==> src/codec_pkg.sv <==
package codec_pkg;

    localparam int MSG_BITS      = 128;   // message frame length
    localparam int CODE_BITS_MAX = 384;   // widest received frame, rate 1/3
    localparam int STEPS_DEC     = 64;    // two trellis steps per word
    localparam int NUM_STATES    = 4;     // constraint length 3
    localparam int METRIC_W      = 8;

    localparam logic ENCODE_MODE = 1'b0;
    localparam logic DECODE_MODE = 1'b1;

    localparam logic CODE_RATE_2 = 1'b0;
    localparam logic CODE_RATE_3 = 1'b1;

    // tap 2 is the newest input bit
    localparam logic [2:0] GEN_0 = 3'o7;
    localparam logic [2:0] GEN_1 = 3'o5;
    localparam logic [2:0] GEN_2 = 3'o3;

    // two code symbols per decode step, bit k of a symbol is generator k
    typedef union packed {
        struct packed {
            logic       pad1;
            logic [1:0] sym1;
            logic       pad0;
            logic [1:0] sym0;
        } r2;
        struct packed {
            logic [2:0] sym1;
            logic [2:0] sym0;
        } r3;
    } slice_word_u;

endpackage

==> src/codec_top.sv <==
`timescale 1ns/1ps

module codec_top import codec_pkg::*;
(
    input  logic                     clk,
    input  logic                     rst,
    input  logic                     i_start,
    input  logic                     i_en,
    input  logic                     i_mode_sel,
    input  logic                     i_code_rate,
    input  logic [MSG_BITS-1:0]      i_msg_frame,
    input  logic [CODE_BITS_MAX-1:0] i_code_frame,
    output logic [2:0]               o_tx_sym,
    output logic                     o_tx_valid,
    output logic [MSG_BITS-1:0]      o_dec_frame,
    output logic                     o_dec_done,
    output logic                     o_busy
);

    logic        slice_bit;
    logic        slice_bit_valid;
    slice_word_u slice_word;
    logic        slice_word_valid;
    logic        slice_first;

    frame_slicer u_slicer (
        .clk          (clk),
        .rst          (rst),
        .i_start      (i_start),
        .i_en         (i_en),
        .i_mode_sel   (i_mode_sel),
        .i_code_rate  (i_code_rate),
        .i_msg_frame  (i_msg_frame),
        .i_code_frame (i_code_frame),
        .o_bit        (slice_bit),
        .o_bit_valid  (slice_bit_valid),
        .o_word       (slice_word),
        .o_word_valid (slice_word_valid),
        .o_first      (slice_first)
    );

    conv_encoder u_encoder (
        .clk         (clk),
        .rst         (rst),
        .i_start     (i_start),
        .i_code_rate (i_code_rate),
        .i_bit       (slice_bit),
        .i_bit_valid (slice_bit_valid),
        .o_sym       (o_tx_sym),
        .o_sym_valid (o_tx_valid)
    );

    viterbi_decoder u_decoder (
        .clk          (clk),
        .rst          (rst),
        .i_code_rate  (i_code_rate),
        .i_word       (slice_word),
        .i_word_valid (slice_word_valid),
        .i_first      (slice_first),
        .o_frame      (o_dec_frame),
        .o_done       (o_dec_done),
        .o_busy       (o_busy)
    );

endmodule

==> src/conv_encoder.sv <==
`timescale 1ns/1ps

module conv_encoder import codec_pkg::*;
(
    input  logic       clk,
    input  logic       rst,
    input  logic       i_start,
    input  logic       i_code_rate,
    input  logic       i_bit,
    input  logic       i_bit_valid,
    output logic [2:0] o_sym,
    output logic       o_sym_valid
);

    logic [1:0] sr;      // sr[1] is the previous bit
    logic [2:0] win;
    logic [2:0] sym_nxt;

    assign win = {i_bit, sr};

    always_comb
    begin
        sym_nxt[0] = ^(win & GEN_0);
        sym_nxt[1] = ^(win & GEN_1);
        sym_nxt[2] = (i_code_rate == CODE_RATE_3) ? ^(win & GEN_2) : 1'b0;
    end

    always_ff @(posedge clk)
    begin
        if (!rst)
        begin
            sr          <= 2'b00;
            o_sym_valid <= 1'b0;
        end
        else
        begin
            o_sym_valid <= i_bit_valid;
            if (i_start)
                sr <= 2'b00;   // every frame starts in state 0
            else if (i_bit_valid)
                sr <= {i_bit, sr[1]};
        end
    end

    always_ff @(posedge clk)
    begin
        if (i_bit_valid)
            o_sym <= sym_nxt;
    end

endmodule

==> src/frame_slicer.sv <==
`timescale 1ns/1ps

module frame_slicer import codec_pkg::*;
(
    input  logic                     clk,
    input  logic                     rst,
    input  logic                     i_start,
    input  logic                     i_en,
    input  logic                     i_mode_sel,
    input  logic                     i_code_rate,
    input  logic [MSG_BITS-1:0]      i_msg_frame,
    input  logic [CODE_BITS_MAX-1:0] i_code_frame,
    output logic                     o_bit,
    output logic                     o_bit_valid,
    output slice_word_u              o_word,
    output logic                     o_word_valid,
    output logic                     o_first
);

    logic [6:0]                 msg_cnt;
    logic [8:0]                 code_cnt;
    logic [8:0]                 code_top;
    logic [8:0]                 code_step;
    logic                       run;
    logic                       step;
    logic                       last_step;
    logic [CODE_BITS_MAX+1:0]   code_pad;
    logic [5:0]                 grp;
    slice_word_u                word_nxt;

    assign code_top  = (i_code_rate == CODE_RATE_3) ? 9'(CODE_BITS_MAX - 1) : 9'(2 * MSG_BITS - 1);
    assign code_step = (i_code_rate == CODE_RATE_3) ? 9'd6 : 9'd4;
    assign step      = run && i_en;

    assign last_step = (i_mode_sel == ENCODE_MODE) ? (msg_cnt == 7'd0)
                                                   : (code_cnt == code_step - 9'd1);

    // two zero bits below the frame keep the 6-bit window in range at rate 1/2
    assign code_pad = {i_code_frame, 2'b00};
    assign grp      = code_pad[code_cnt + 9'd2 -: 6];   // grp[5] is frame[code_cnt]

    always_comb
    begin
        word_nxt = '0;
        if (i_code_rate == CODE_RATE_3)
        begin
            word_nxt.r3.sym0 = {grp[3], grp[4], grp[5]};
            word_nxt.r3.sym1 = {grp[0], grp[1], grp[2]};
        end
        else
        begin
            word_nxt.r2.sym0 = {grp[4], grp[5]};
            word_nxt.r2.sym1 = {grp[2], grp[3]};
        end
    end

    always_ff @(posedge clk) // frame counters
    begin
        if (!rst || i_start)
        begin
            msg_cnt  <= 7'(MSG_BITS - 1);
            code_cnt <= code_top;
        end
        else if (step)
        begin
            if (i_mode_sel == ENCODE_MODE)
                msg_cnt <= msg_cnt - 7'd1;
            else
                code_cnt <= code_cnt - code_step;
        end
    end

    always_ff @(posedge clk)
    begin
        if (!rst)
        begin
            run          <= 1'b0;
            o_bit_valid  <= 1'b0;
            o_word_valid <= 1'b0;
            o_first      <= 1'b0;
        end
        else if (i_start)
        begin
            run          <= 1'b1;
            o_bit_valid  <= 1'b0;
            o_word_valid <= 1'b0;
            o_first      <= 1'b0;
        end
        else
        begin
            o_bit_valid  <= step && (i_mode_sel == ENCODE_MODE);
            o_word_valid <= step && (i_mode_sel == DECODE_MODE);
            o_first      <= step && (i_mode_sel == DECODE_MODE) && (code_cnt == code_top);
            if (step && last_step)
                run <= 1'b0;   // frame complete
        end
    end

    always_ff @(posedge clk) // payload, qualified by the strobes
    begin
        if (step)
        begin
            o_bit  <= i_msg_frame[msg_cnt];
            o_word <= word_nxt;
        end
    end

endmodule

==> src/viterbi_decoder.sv <==
`timescale 1ns/1ps

module viterbi_decoder import codec_pkg::*;
(
    input  logic                clk,
    input  logic                rst,
    input  logic                i_code_rate,
    input  slice_word_u         i_word,
    input  logic                i_word_valid,
    input  logic                i_first,
    output logic [MSG_BITS-1:0] o_frame,
    output logic                o_done,
    output logic                o_busy
);

    logic [NUM_STATES-1:0][METRIC_W-1:0] pm;
    logic [NUM_STATES-1:0][METRIC_W-1:0] pm_init;
    logic [NUM_STATES-1:0][METRIC_W-1:0] pm_src;
    logic [NUM_STATES-1:0][METRIC_W-1:0] pm_mid;
    logic [NUM_STATES-1:0][METRIC_W-1:0] pm_new;
    logic [NUM_STATES-1:0]               dec_a;
    logic [NUM_STATES-1:0]               dec_b;
    logic [2*NUM_STATES-1:0]             surv [STEPS_DEC];
    logic [2*NUM_STATES-1:0]             surv_rd;
    logic [2:0]                          rx_a;
    logic [2:0]                          rx_b;
    logic                                rate3;
    logic [5:0]                          wr_idx;
    logic [5:0]                          cur_idx;
    logic                                last_word;
    logic                                collecting;
    logic                                trace_pend;
    logic                                tracing;
    logic [1:0]                          best;
    logic [1:0]                          tb_state;
    logic [1:0]                          mid_state;
    logic [5:0]                          tb_idx;
    logic                                d_a;
    logic                                d_b;
    logic [MSG_BITS-1:0]                 tb_bits;
    logic [MSG_BITS-1:0]                 tb_shift;

    // hamming distance to the expected symbol of one transition
    function automatic logic [1:0] branch_metric(
        input logic [2:0] rx,
        input logic [2:0] win,
        input logic       r3
    );
        logic [2:0] exp_sym;
        logic [2:0] diff;
        exp_sym = {^(win & GEN_2), ^(win & GEN_1), ^(win & GEN_0)};
        diff    = (rx ^ exp_sym) & {r3, 2'b11};   // bit 2 unused at rate 1/2
        return {1'b0, diff[0]} + {1'b0, diff[1]} + {1'b0, diff[2]};
    endfunction

    // next state n = {b, p1}, predecessors {n[0], 0} and {n[0], 1}
    function automatic void acs_step(
        input  logic [NUM_STATES-1:0][METRIC_W-1:0] pm_in,
        input  logic [2:0]                          rx,
        input  logic                                r3,
        output logic [NUM_STATES-1:0][METRIC_W-1:0] pm_out,
        output logic [NUM_STATES-1:0]               dec
    );
        logic [METRIC_W:0] cand0;
        logic [METRIC_W:0] cand1;
        logic [METRIC_W:0] pick;
        for (int n = 0; n < NUM_STATES; n++)
        begin
            cand0 = (METRIC_W+1)'(pm_in[{n[0], 1'b0}])
                  + (METRIC_W+1)'(branch_metric(rx, {n[1:0], 1'b0}, r3));
            cand1 = (METRIC_W+1)'(pm_in[{n[0], 1'b1}])
                  + (METRIC_W+1)'(branch_metric(rx, {n[1:0], 1'b1}, r3));
            dec[n] = (cand1 < cand0);   // ties keep the even predecessor
            pick   = dec[n] ? cand1 : cand0;
            pm_out[n] = pick[METRIC_W] ? {METRIC_W{1'b1}} : pick[METRIC_W-1:0];
        end
    endfunction

    assign rate3 = (i_code_rate == CODE_RATE_3);
    assign rx_a  = rate3 ? i_word.r3.sym0 : {1'b0, i_word.r2.sym0};
    assign rx_b  = rate3 ? i_word.r3.sym1 : {1'b0, i_word.r2.sym1};

    always_comb
    begin
        for (int s = 0; s < NUM_STATES; s++)
            pm_init[s] = (s == 0) ? '0 : {METRIC_W{1'b1}};
        pm_src = i_first ? pm_init : pm;
        acs_step(pm_src, rx_a, rate3, pm_mid, dec_a);
        acs_step(pm_mid, rx_b, rate3, pm_new, dec_b);
    end

    assign cur_idx   = i_first ? 6'd0 : wr_idx;
    assign last_word = (cur_idx == 6'(STEPS_DEC - 1));

    always_ff @(posedge clk) // metrics and survivor memory
    begin
        if (i_word_valid)
        begin
            pm            <= pm_new;
            surv[cur_idx] <= {dec_b, dec_a};
            wr_idx        <= cur_idx + 6'd1;
        end
    end

    always_comb
    begin
        best = 2'd0;
        for (int s = 1; s < NUM_STATES; s++)
            if (pm[s] < pm[best])
                best = s[1:0];
    end

    // one word per cycle: two decisions back to the state before it
    assign surv_rd   = surv[tb_idx];
    assign d_b       = surv_rd[{1'b1, tb_state}];
    assign mid_state = {tb_state[0], d_b};
    assign d_a       = surv_rd[{1'b0, mid_state}];
    assign tb_shift  = {tb_state[0], tb_state[1], tb_bits[MSG_BITS-1:2]};

    always_ff @(posedge clk)
    begin
        if (trace_pend)
        begin
            tb_state <= best;
            tb_idx   <= 6'(STEPS_DEC - 1);
        end
        else if (tracing)
        begin
            tb_state <= {d_b, d_a};
            tb_idx   <= tb_idx - 6'd1;
            tb_bits  <= tb_shift;   // older bits enter at the top
        end
    end

    always_ff @(posedge clk)
    begin
        if (!rst)
        begin
            collecting <= 1'b0;
            trace_pend <= 1'b0;
            tracing    <= 1'b0;
            o_done     <= 1'b0;
            o_frame    <= '0;
        end
        else
        begin
            trace_pend <= 1'b0;
            o_done     <= 1'b0;
            if (i_word_valid)
            begin
                collecting <= !last_word;
                trace_pend <= last_word;
            end
            if (trace_pend)
                tracing <= 1'b1;
            else if (tracing && tb_idx == 6'd0)
            begin
                tracing <= 1'b0;
                o_done  <= 1'b1;
                o_frame <= tb_shift;   // held until the next frame
            end
        end
    end

    assign o_busy = collecting | trace_pend | tracing;

endmodule
==> config.mk <==
export PLATFORM = sky130hd
export DESIGN_NAME = codec_top
export DESIGN_NICKNAME = d
export VERILOG_FILES = /design/src/codec_pkg.sv /design/src/codec_top.sv /design/src/conv_encoder.sv /design/src/frame_slicer.sv /design/src/viterbi_decoder.sv
export SDC_FILE = /design/constraint.sdc
export NUM_CORES = 2
export LEC_CHECK = 0
export BUFFER_PORTS_ARGS = -buffer_cell sky130_fd_sc_hd__clkbuf_2
export CORE_MARGIN = 4
export CORE_UTILIZATION = 29
export DETAILED_ROUTE_END_ITERATION = 6
export PLACE_DENSITY = 0.57
export SLEW_MARGIN = 25
export SYNTH_ARGS = -nofsm -noshare
export SYNTH_HDL_FRONTEND = slang
export SYNTH_SLANG_ARGS = --single-unit
==> constraint.sdc <==
create_clock -name clk -period 12.7 [get_ports clk]
set_clock_uncertainty 0.05 [all_clocks]
set_input_delay 2.54 -clock clk [delete_from_list [all_inputs] [get_ports clk]]
set_output_delay 2.54 -clock clk [all_outputs]
set_load 0.05 [all_outputs]
# --- After elaboration in Yosys (flattened, before gate mapping) ---
# Memories as Yosys holds them, arrays and structs flattened. A register that Yosys moved wholly into a read port is not among the register bits.
# Cells that the tools add are included.
word_totals:
  memories: 1
  in_bits: 518
  ram_bits: 512
  register_bits: 339
  elab_cells: 209
  out_inout_bits: 134
memory_table:
  columns: ["name", "depth", "word_bits", "rd", "rd_ports_with_merged_regs", "write_ports", "line", "text"]
  rows:
  - ["u_decoder.surv", 64, 8, 1, 1, 1, "viterbi_decoder.sv:23", "logic [2*NUM_STATES-1:0] surv [STEPS_DEC];"]
op_classes:
  reduce_logical: 26
  mux: 47
  bitwise: 35
  addsub: 54
  order_cmp: 16
  shifts: 1
  n_eq_ne: 3
op_table:
  columns: ["operator", "count"]
  rows:
  - ["391-bit by 10-bit variable part select with 6-bit output", 1]
  - ["8-bit by 2-bit adder with 9-bit output", 16]
  - ["9-bit two-way mux", 12]
  - ["9-bit less-than comparator", 8]
  - ["3-bit bitwise AND", 16]
  - ["8-bit two-way mux", 6]
  - ["1-bit by 1-bit adder with 2-bit output", 16]
  - ["2-bit by 1-bit adder with 2-bit output", 16]
  - ["8-bit binary-select mux with 2-bit select", 2]
  - ["32-bit two-way mux", 1]
  - ["8-bit less-than comparator", 3]
  - ["9-bit == test", 2]
  - ["6-bit two-way mux", 3]
  - ["1-bit two-way mux", 12]
  - ["2-bit two-way mux", 6]
  - ["2-bit NOT", 6]
  - ["2-bit AND reduction", 5]
  - ["2-bit nonzero test", 5]
  - ["9-bit by 2-bit adder with 9-bit output, second input constant", 1]
  - ["1-bit NOT", 9]
  - ["3-bit XOR reduction", 3]
  - ["9-bit by 1-bit subtractor with 9-bit output, second input constant", 1]
  - ["9-bit subtractor", 1]
  - ["7-bit by 8-bit less-than comparator with 1-bit output, second input constant", 1]
  - ["19 further kinds", 30]

# --- Depth between registers and ports, before layout ---
logic_depth:
  ltp_word: 12
  depth_mapped: 39
  ltp_nobuf: 35

# --- Cells and area by module ---
# A second synthesis with hierarchy kept.
unflattened:
  hier_cells: 3693
  area_unflattened_um2: 49463.7
modules_own_cells:
  columns: ["module", "n_inst", "cells_per_inst", "seq_area_each_um2", "area_each_um2"]
  rows:
  - ["viterbi_decoder", 1, 2652, 23242.3, 37179.4]
  - ["frame_slicer", 1, 1025, 670.6, 12061.6]
  - ["conv_encoder", 1, 16, 150.1, 222.7]

# --- Worst setup path before layout ---
# OpenSTA, ideal clock, no wires.
synth_path:
  kind: "in2reg"
  start: "input port i_code_rate"
  end: "register u_decoder.pm[17] (netlist name) (data pin)"
  slack_ps: 1062
  required_time_ps: 12287
  arrival_ps: 11225
  path_buffers: 4
  path_stages: 34
  setup_ps: 363
  cell_sequence: "clkbuf_1 nand2_1 xnor2_1 inv_1 ha_1 ha_1 inv_1 fa_1 clkbuf_1 nand3b_1 xnor2_1 nor2_1 inv_1 ha_1 a21o_1 a21oi_1 o211ai_1 a31o_2 clkbuf_1 clkbuf_1 o31ai_1 fa_1 inv_1 ha_1 inv_1 fa_1 nor2_1 nand3_1 ha_1 or3_1 o22ai_1 o41a_1 or2_1 o211ai_1"
synth_between:
  elab_chain_len: 11
  elab_cells_between_ends: 31
  classes_between: "12 x add/sub; 3 x order compare; 7 x mux; 9 x bitwise"
synth_lines:
  columns: ["item", "line", "text"]
  rows:
  - ["from (decl)", "codec_top.sv:10", "input logic i_code_rate,"]
  - ["3-bit two-way mux", "viterbi_decoder.sv:80", "assign rx_a = rate3 ? i_word.r3.sym0 : {1'b0, i_word.r2.sym0};"]
  - ["2-bit NOT (no source line) or 3-bit NOT (tied branches)", null, null]
  - ["3-bit bitwise AND", "viterbi_decoder.sv:52", "diff = (rx ^ exp_sym) & {r3, 2'b11};"]
  - ["2-bit by 1-bit adder with 2-bit output", "viterbi_decoder.sv:53", "return {1'b0, diff[0]} + {1'b0, diff[1]} + {1'b0, diff[2]};"]
  - ["8-bit by 2-bit adder with 9-bit output (on tied branches)", "viterbi_decoder.sv:70, viterbi_decoder.sv:72", null]
  - ["9-bit less-than comparator", "viterbi_decoder.sv:73", "dec[n] = (cand1 < cand0);"]
  - ["9-bit two-way mux", "viterbi_decoder.sv:74", "pick = dec[n] ? cand1 : cand0;"]
  - ["8-bit two-way mux", "viterbi_decoder.sv:75", "pm_out[n] = pick[METRIC_W] ? {METRIC_W{1'b1}} : pick[METRIC_W-1:0];"]
  - ["8-bit by 2-bit adder with 9-bit output (on tied branches)", "viterbi_decoder.sv:72, viterbi_decoder.sv:70", null]
  - ["9-bit less-than comparator (*)", "viterbi_decoder.sv:73", null]
  - ["net u_decoder.dec_b[2]", "viterbi_decoder.sv:22", "logic [NUM_STATES-1:0] dec_b;"]
  - ["9-bit two-way mux (*)", "viterbi_decoder.sv:74", null]
  - ["to (signal assigned)", "viterbi_decoder.sv:99", "pm <= pm_new;"]
  - ["to (decl)", "viterbi_decoder.sv:16", "logic [NUM_STATES-1:0][METRIC_W-1:0] pm;"]
# Mark *: on every way through the listed nets, which the timed path passes. The rest lies on a longest branch.
# A chain may end at the register's enable or synchronous reset.

# --- Worst setup path after layout ---
layout_path:
  start: "input port i_code_rate"
  end: "memory u_decoder.surv[15][7] (netlist name) (data pin)"
layout_between:
  elab_chain_len: 10
  elab_cells_between_ends: 30
  classes_between: "12 x add/sub; 3 x order compare; 6 x mux; 9 x bitwise"
layout_lines:
  columns: ["item", "line"]
  rows:
  - ["3-bit two-way mux", "viterbi_decoder.sv:80"]
  - ["2-bit NOT (no source line) or 1-bit NOT (tied branches)", null]
  - ["3-bit bitwise AND", "viterbi_decoder.sv:52"]
  - ["2-bit by 1-bit adder with 2-bit output", "viterbi_decoder.sv:53"]
  - ["8-bit by 2-bit adder with 9-bit output (on tied branches)", "viterbi_decoder.sv:70, viterbi_decoder.sv:72"]
  - ["9-bit less-than comparator", "viterbi_decoder.sv:73"]
  - ["9-bit two-way mux", "viterbi_decoder.sv:74"]
  - ["8-bit two-way mux", "viterbi_decoder.sv:75"]
  - ["8-bit by 2-bit adder with 9-bit output (on tied branches)", "viterbi_decoder.sv:72, viterbi_decoder.sv:70"]
  - ["9-bit less-than comparator (*)", "viterbi_decoder.sv:73"]
  - ["net u_decoder.dec_b[3]", "viterbi_decoder.sv:22"]
  - ["to (decl)", "viterbi_decoder.sv:23"]
# Marked as above.

==> run summary <==
* status: completed
* share of Yosys cell area claimed by the top area cell type: 0.426
* buffering stage count on the worst path with inverters included: 8
* Worst path max stage delay: 590 ps
* vias in the first global route: 33800
* Setup TNS: 0 ps
* power density over the cells: 126 nW/um2
* Final Hold Vio Count: 0
* routed wirelength normalized by instance count: 23.4 um
* number of nets produced by synthesis: 4138
* crit path DAT: 10720 ps
* Total Routed Length: 148000 um
* gate count after technology mapping: 3465
* Resized Gates After CTS: 0
* share of the clock period used by the worst path: 0.813
* final worst path period need: 10330 ps
* category of the worst setup path launch point: primary input
* number of maximum-capacitance violations: 0
* commonest register cell after synthesis: sky130_fd_sc_hd__edfxtp_1
* Netlist Area Pre-Place: 49100 um2
* total global routing overflow: 0
* I/O Buffers: 651
* number of nets still failing antenna checks after routing: 0
* Site Rows: 150
* number of buffers added to fix hold violations after cts: 0
* Worst-Margin Slew: 1030 ps
* Hold Crit Class: flop to flop
* largest net degree at the start of global routing: 163
* number of fillers in the final layout: 16400
* share of cells above drive strength 1: 0.357
* post-synthesis cell type count: 85
* clock transition at the register clock pins on the worst setup and hold paths after CTS: 60 ps
* Most Frequent Cell on Critical Path: sky130_fd_sc_hd__ha_1
* Static Leak: 20.0 nW
* via count: 33600
* Tot GR Track Use: 0.164
* highest achievable clock rate: 96.8 MHz
* initial core utilization: 0.293
* post-route core utilization: 0.343
* Die X: 419 um
* CTS max path bufs: 3
* cell chosen for the clock root: sky130_fd_sc_hd__clkbuf_16
* global-route wire length before repair: 222000 um
* later-pin clock latency in the skew report: 680 ps
* Critical-path top delay cell: sky130_fd_sc_hd__fa_1
* Yosys warning count: 0
* Core ar.: 168000 um2
* average via count per standard cell: 5.32
* worst hold-check slack: 396 ps
* P&R area growth vs syn: 17.2%
* CTS sink count: 854
* most frequent cell after synthesis: sky130_fd_sc_hd__edfxtp_1
* clock tree from TritonCTS: built
* sequential cell area fraction in the yosys report: 0.490
* DRC violation total after the first TritonRoute iteration: 2947
* leading cell types by total area after synthesis: sky130_fd_sc_hd__edfxtp_1 (43%), sky130_fd_sc_hd__mux4_2 (25%), sky130_fd_sc_hd__dfxtp_1 (6.4%), sky130_fd_sc_hd__ha_1 (3.3%), sky130_fd_sc_hd__nand2_1 (3.1%)
* top-level I/O count: 652
* gate family responsible for the most delay along the worst path: adder cells
* flop and latch count out of synthesis: 854
* final setup vio count: 0
* cell total after placement: 6128
* Peak VDD IR: 97.5 uV
* Syn Area/Cell: 14.2 um2
* sequential cell area in the final layout: 24100 um2
* number of buffers inserted by post-CTS setup repair: 0
* number of enable-type register cells in the synthesized netlist: 696
* vertical die dimension: 419 um
* initial antenna violation count: 18
* cell types with the highest counts after synthesis: sky130_fd_sc_hd__edfxtp_1 (696), sky130_fd_sc_hd__mux4_2 (540), sky130_fd_sc_hd__nand2_1 (403), sky130_fd_sc_hd__nor2_1 (185), sky130_fd_sc_hd__dfxtp_1 (158)
* endpoint kind of the worst setup timing path: flop
* level count of the clock H-tree: 3
* Final Slew Violations: 0
* number of buffers inserted during clock tree synthesis: 91
* Worst Setup Path Type: primary input to flop
* PnR Total Power: 7.25 mW
* drc violations: 0
* post-DP HPWL: 110000 um
* cell type contributing the most total cell area after synthesis: sky130_fd_sc_hd__edfxtp_1
* Max-Slew Margin vs Limit: 0.294
* crit-path max FO: 39
* proportion of synthesized flip-flops having asynchronous set or reset: 0
* placer's final routability congestion estimate: 0.936
* required time of the worst setup path: 13100 ps
* Final Instance Count excl. Fillers: 6308
* area of the die: 176000 um2
* multi-input combinational cell area: 23700 um2
* drt pass-1 iters: 6
* unrepaired setup endpoints after global routing: no
* Final #Nets: 4691
[layout by cell type (no fill, tap or decap), drive strengths merged, types with 16 or more instances in the layout]
cell type / synthesis / routed
clkbuf: 130 / 767
edfxtp: 696 / 696
mux4: 540 / 540
nand2: 403 / 403
nor2: 185 / 185
dfxtp: 158 / 158
a21boi: 129 / 129
ha: 129 / 129
inv: 105 / 112
o21ai: 93 / 93
a21oi: 92 / 92
mux2i: 62 / 62
xnor2: 53 / 53
buf: 111 / 51
nand3: 38 / 38
a21o: 36 / 36
xor2: 34 / 34
nor3: 33 / 33
and2: 32 / 32
nand2b: 32 / 32
clkinv: 0 / 31
fa: 26 / 26
or2: 24 / 24
a211oi: 24 / 24
mux2: 24 / 24
nor2b: 23 / 23
nand4: 20 / 20
a31oi: 19 / 19
o211ai: 17 / 17
diode: 0 / 16
or3: 16 / 16
[sequential cells by signal, summed over array words and instances, names as in the netlist, 3 cells and up, named ones only]
| signal | count |
|---|---|
| u_decoder.pm | 32 |
| u_decoder.tb_bits | 126 |
| u_slicer.code_cnt | 8 |
| u_decoder.tb_idx | 6 |
| u_decoder.surv | 512 |
| u_decoder.wr_idx | 6 |
| u_slicer.o_word | 6 |
| u_slicer.msg_cnt | 7 |
| u_encoder.o_sym | 3 |
| u_decoder.o_frame | 128 |
[kinds of logic after synthesis]
logic type / after synthesis / synth area share
AND/OR/NAND/NOR: 863 / 0.0797
flip-flops: 854 / 0.490
multiplexers: 626 / 0.266
AO/OA/AOI/OAI: 534 / 0.0743
buffers and inverters: 346 / 0.0305
adder cells (fa/ha/maj): 155 / 0.0435
XOR/XNOR: 87 / 0.0159
[area by class of cell]
cell class,instances,share of cell area
Clock inverter,46,0.00809
Timing Repair Buffer,701,0.0639
Inverter,105,0.00698
Sequential cell,854,0.419
Tap cell,2204,0.0479
Antenna cell,16,0.000696
Multi-Input combinational cell,2265,0.412
Clock buffer,117,0.0422
[power by group]
part / internal, mW / leakage, nW / switching (mW)
logic: 0.688 / 11.2 / 0.827
clock network: 1.45 / 1.39 / 1.12
registers: 3.15 / 7.39 / 0.0194
[per-stage QoR]
step	cell area [um2]	worst slack, ps
CTS	57400	2480
detailed placement	54500	1790
finish	57500	2370
global placement	54500	1850
global route	57500	1730
floorplan	49100	1060
[worst paths after layout]
check / start / end / slack, ps / depth (start not counted)
worst max-delay path: i_code_rate / u_decoder.surv[15][7] / 2370 / 34
worst min-delay path: u_decoder.tb_bits[10] / u_decoder.tb_bits[8] / 400 / 0
worst max register to register: u_slicer.o_first / u_decoder.surv[15][7] / 3810 / 30
worst min register to register: u_decoder.tb_bits[10] / u_decoder.tb_bits[8] / 400 / 0
[routing by layer]
metal  vias to the layer above  GRT usage  wire length, um
li1                      14900          -                -
met4                         4     0.0574             4630
met2                      1172      0.268            70900
met3                       199     0.0241             8440
met5                         -          0               27
met1                     17300      0.224            63600
No activity file was read; power rests on OpenSTA's default activity.
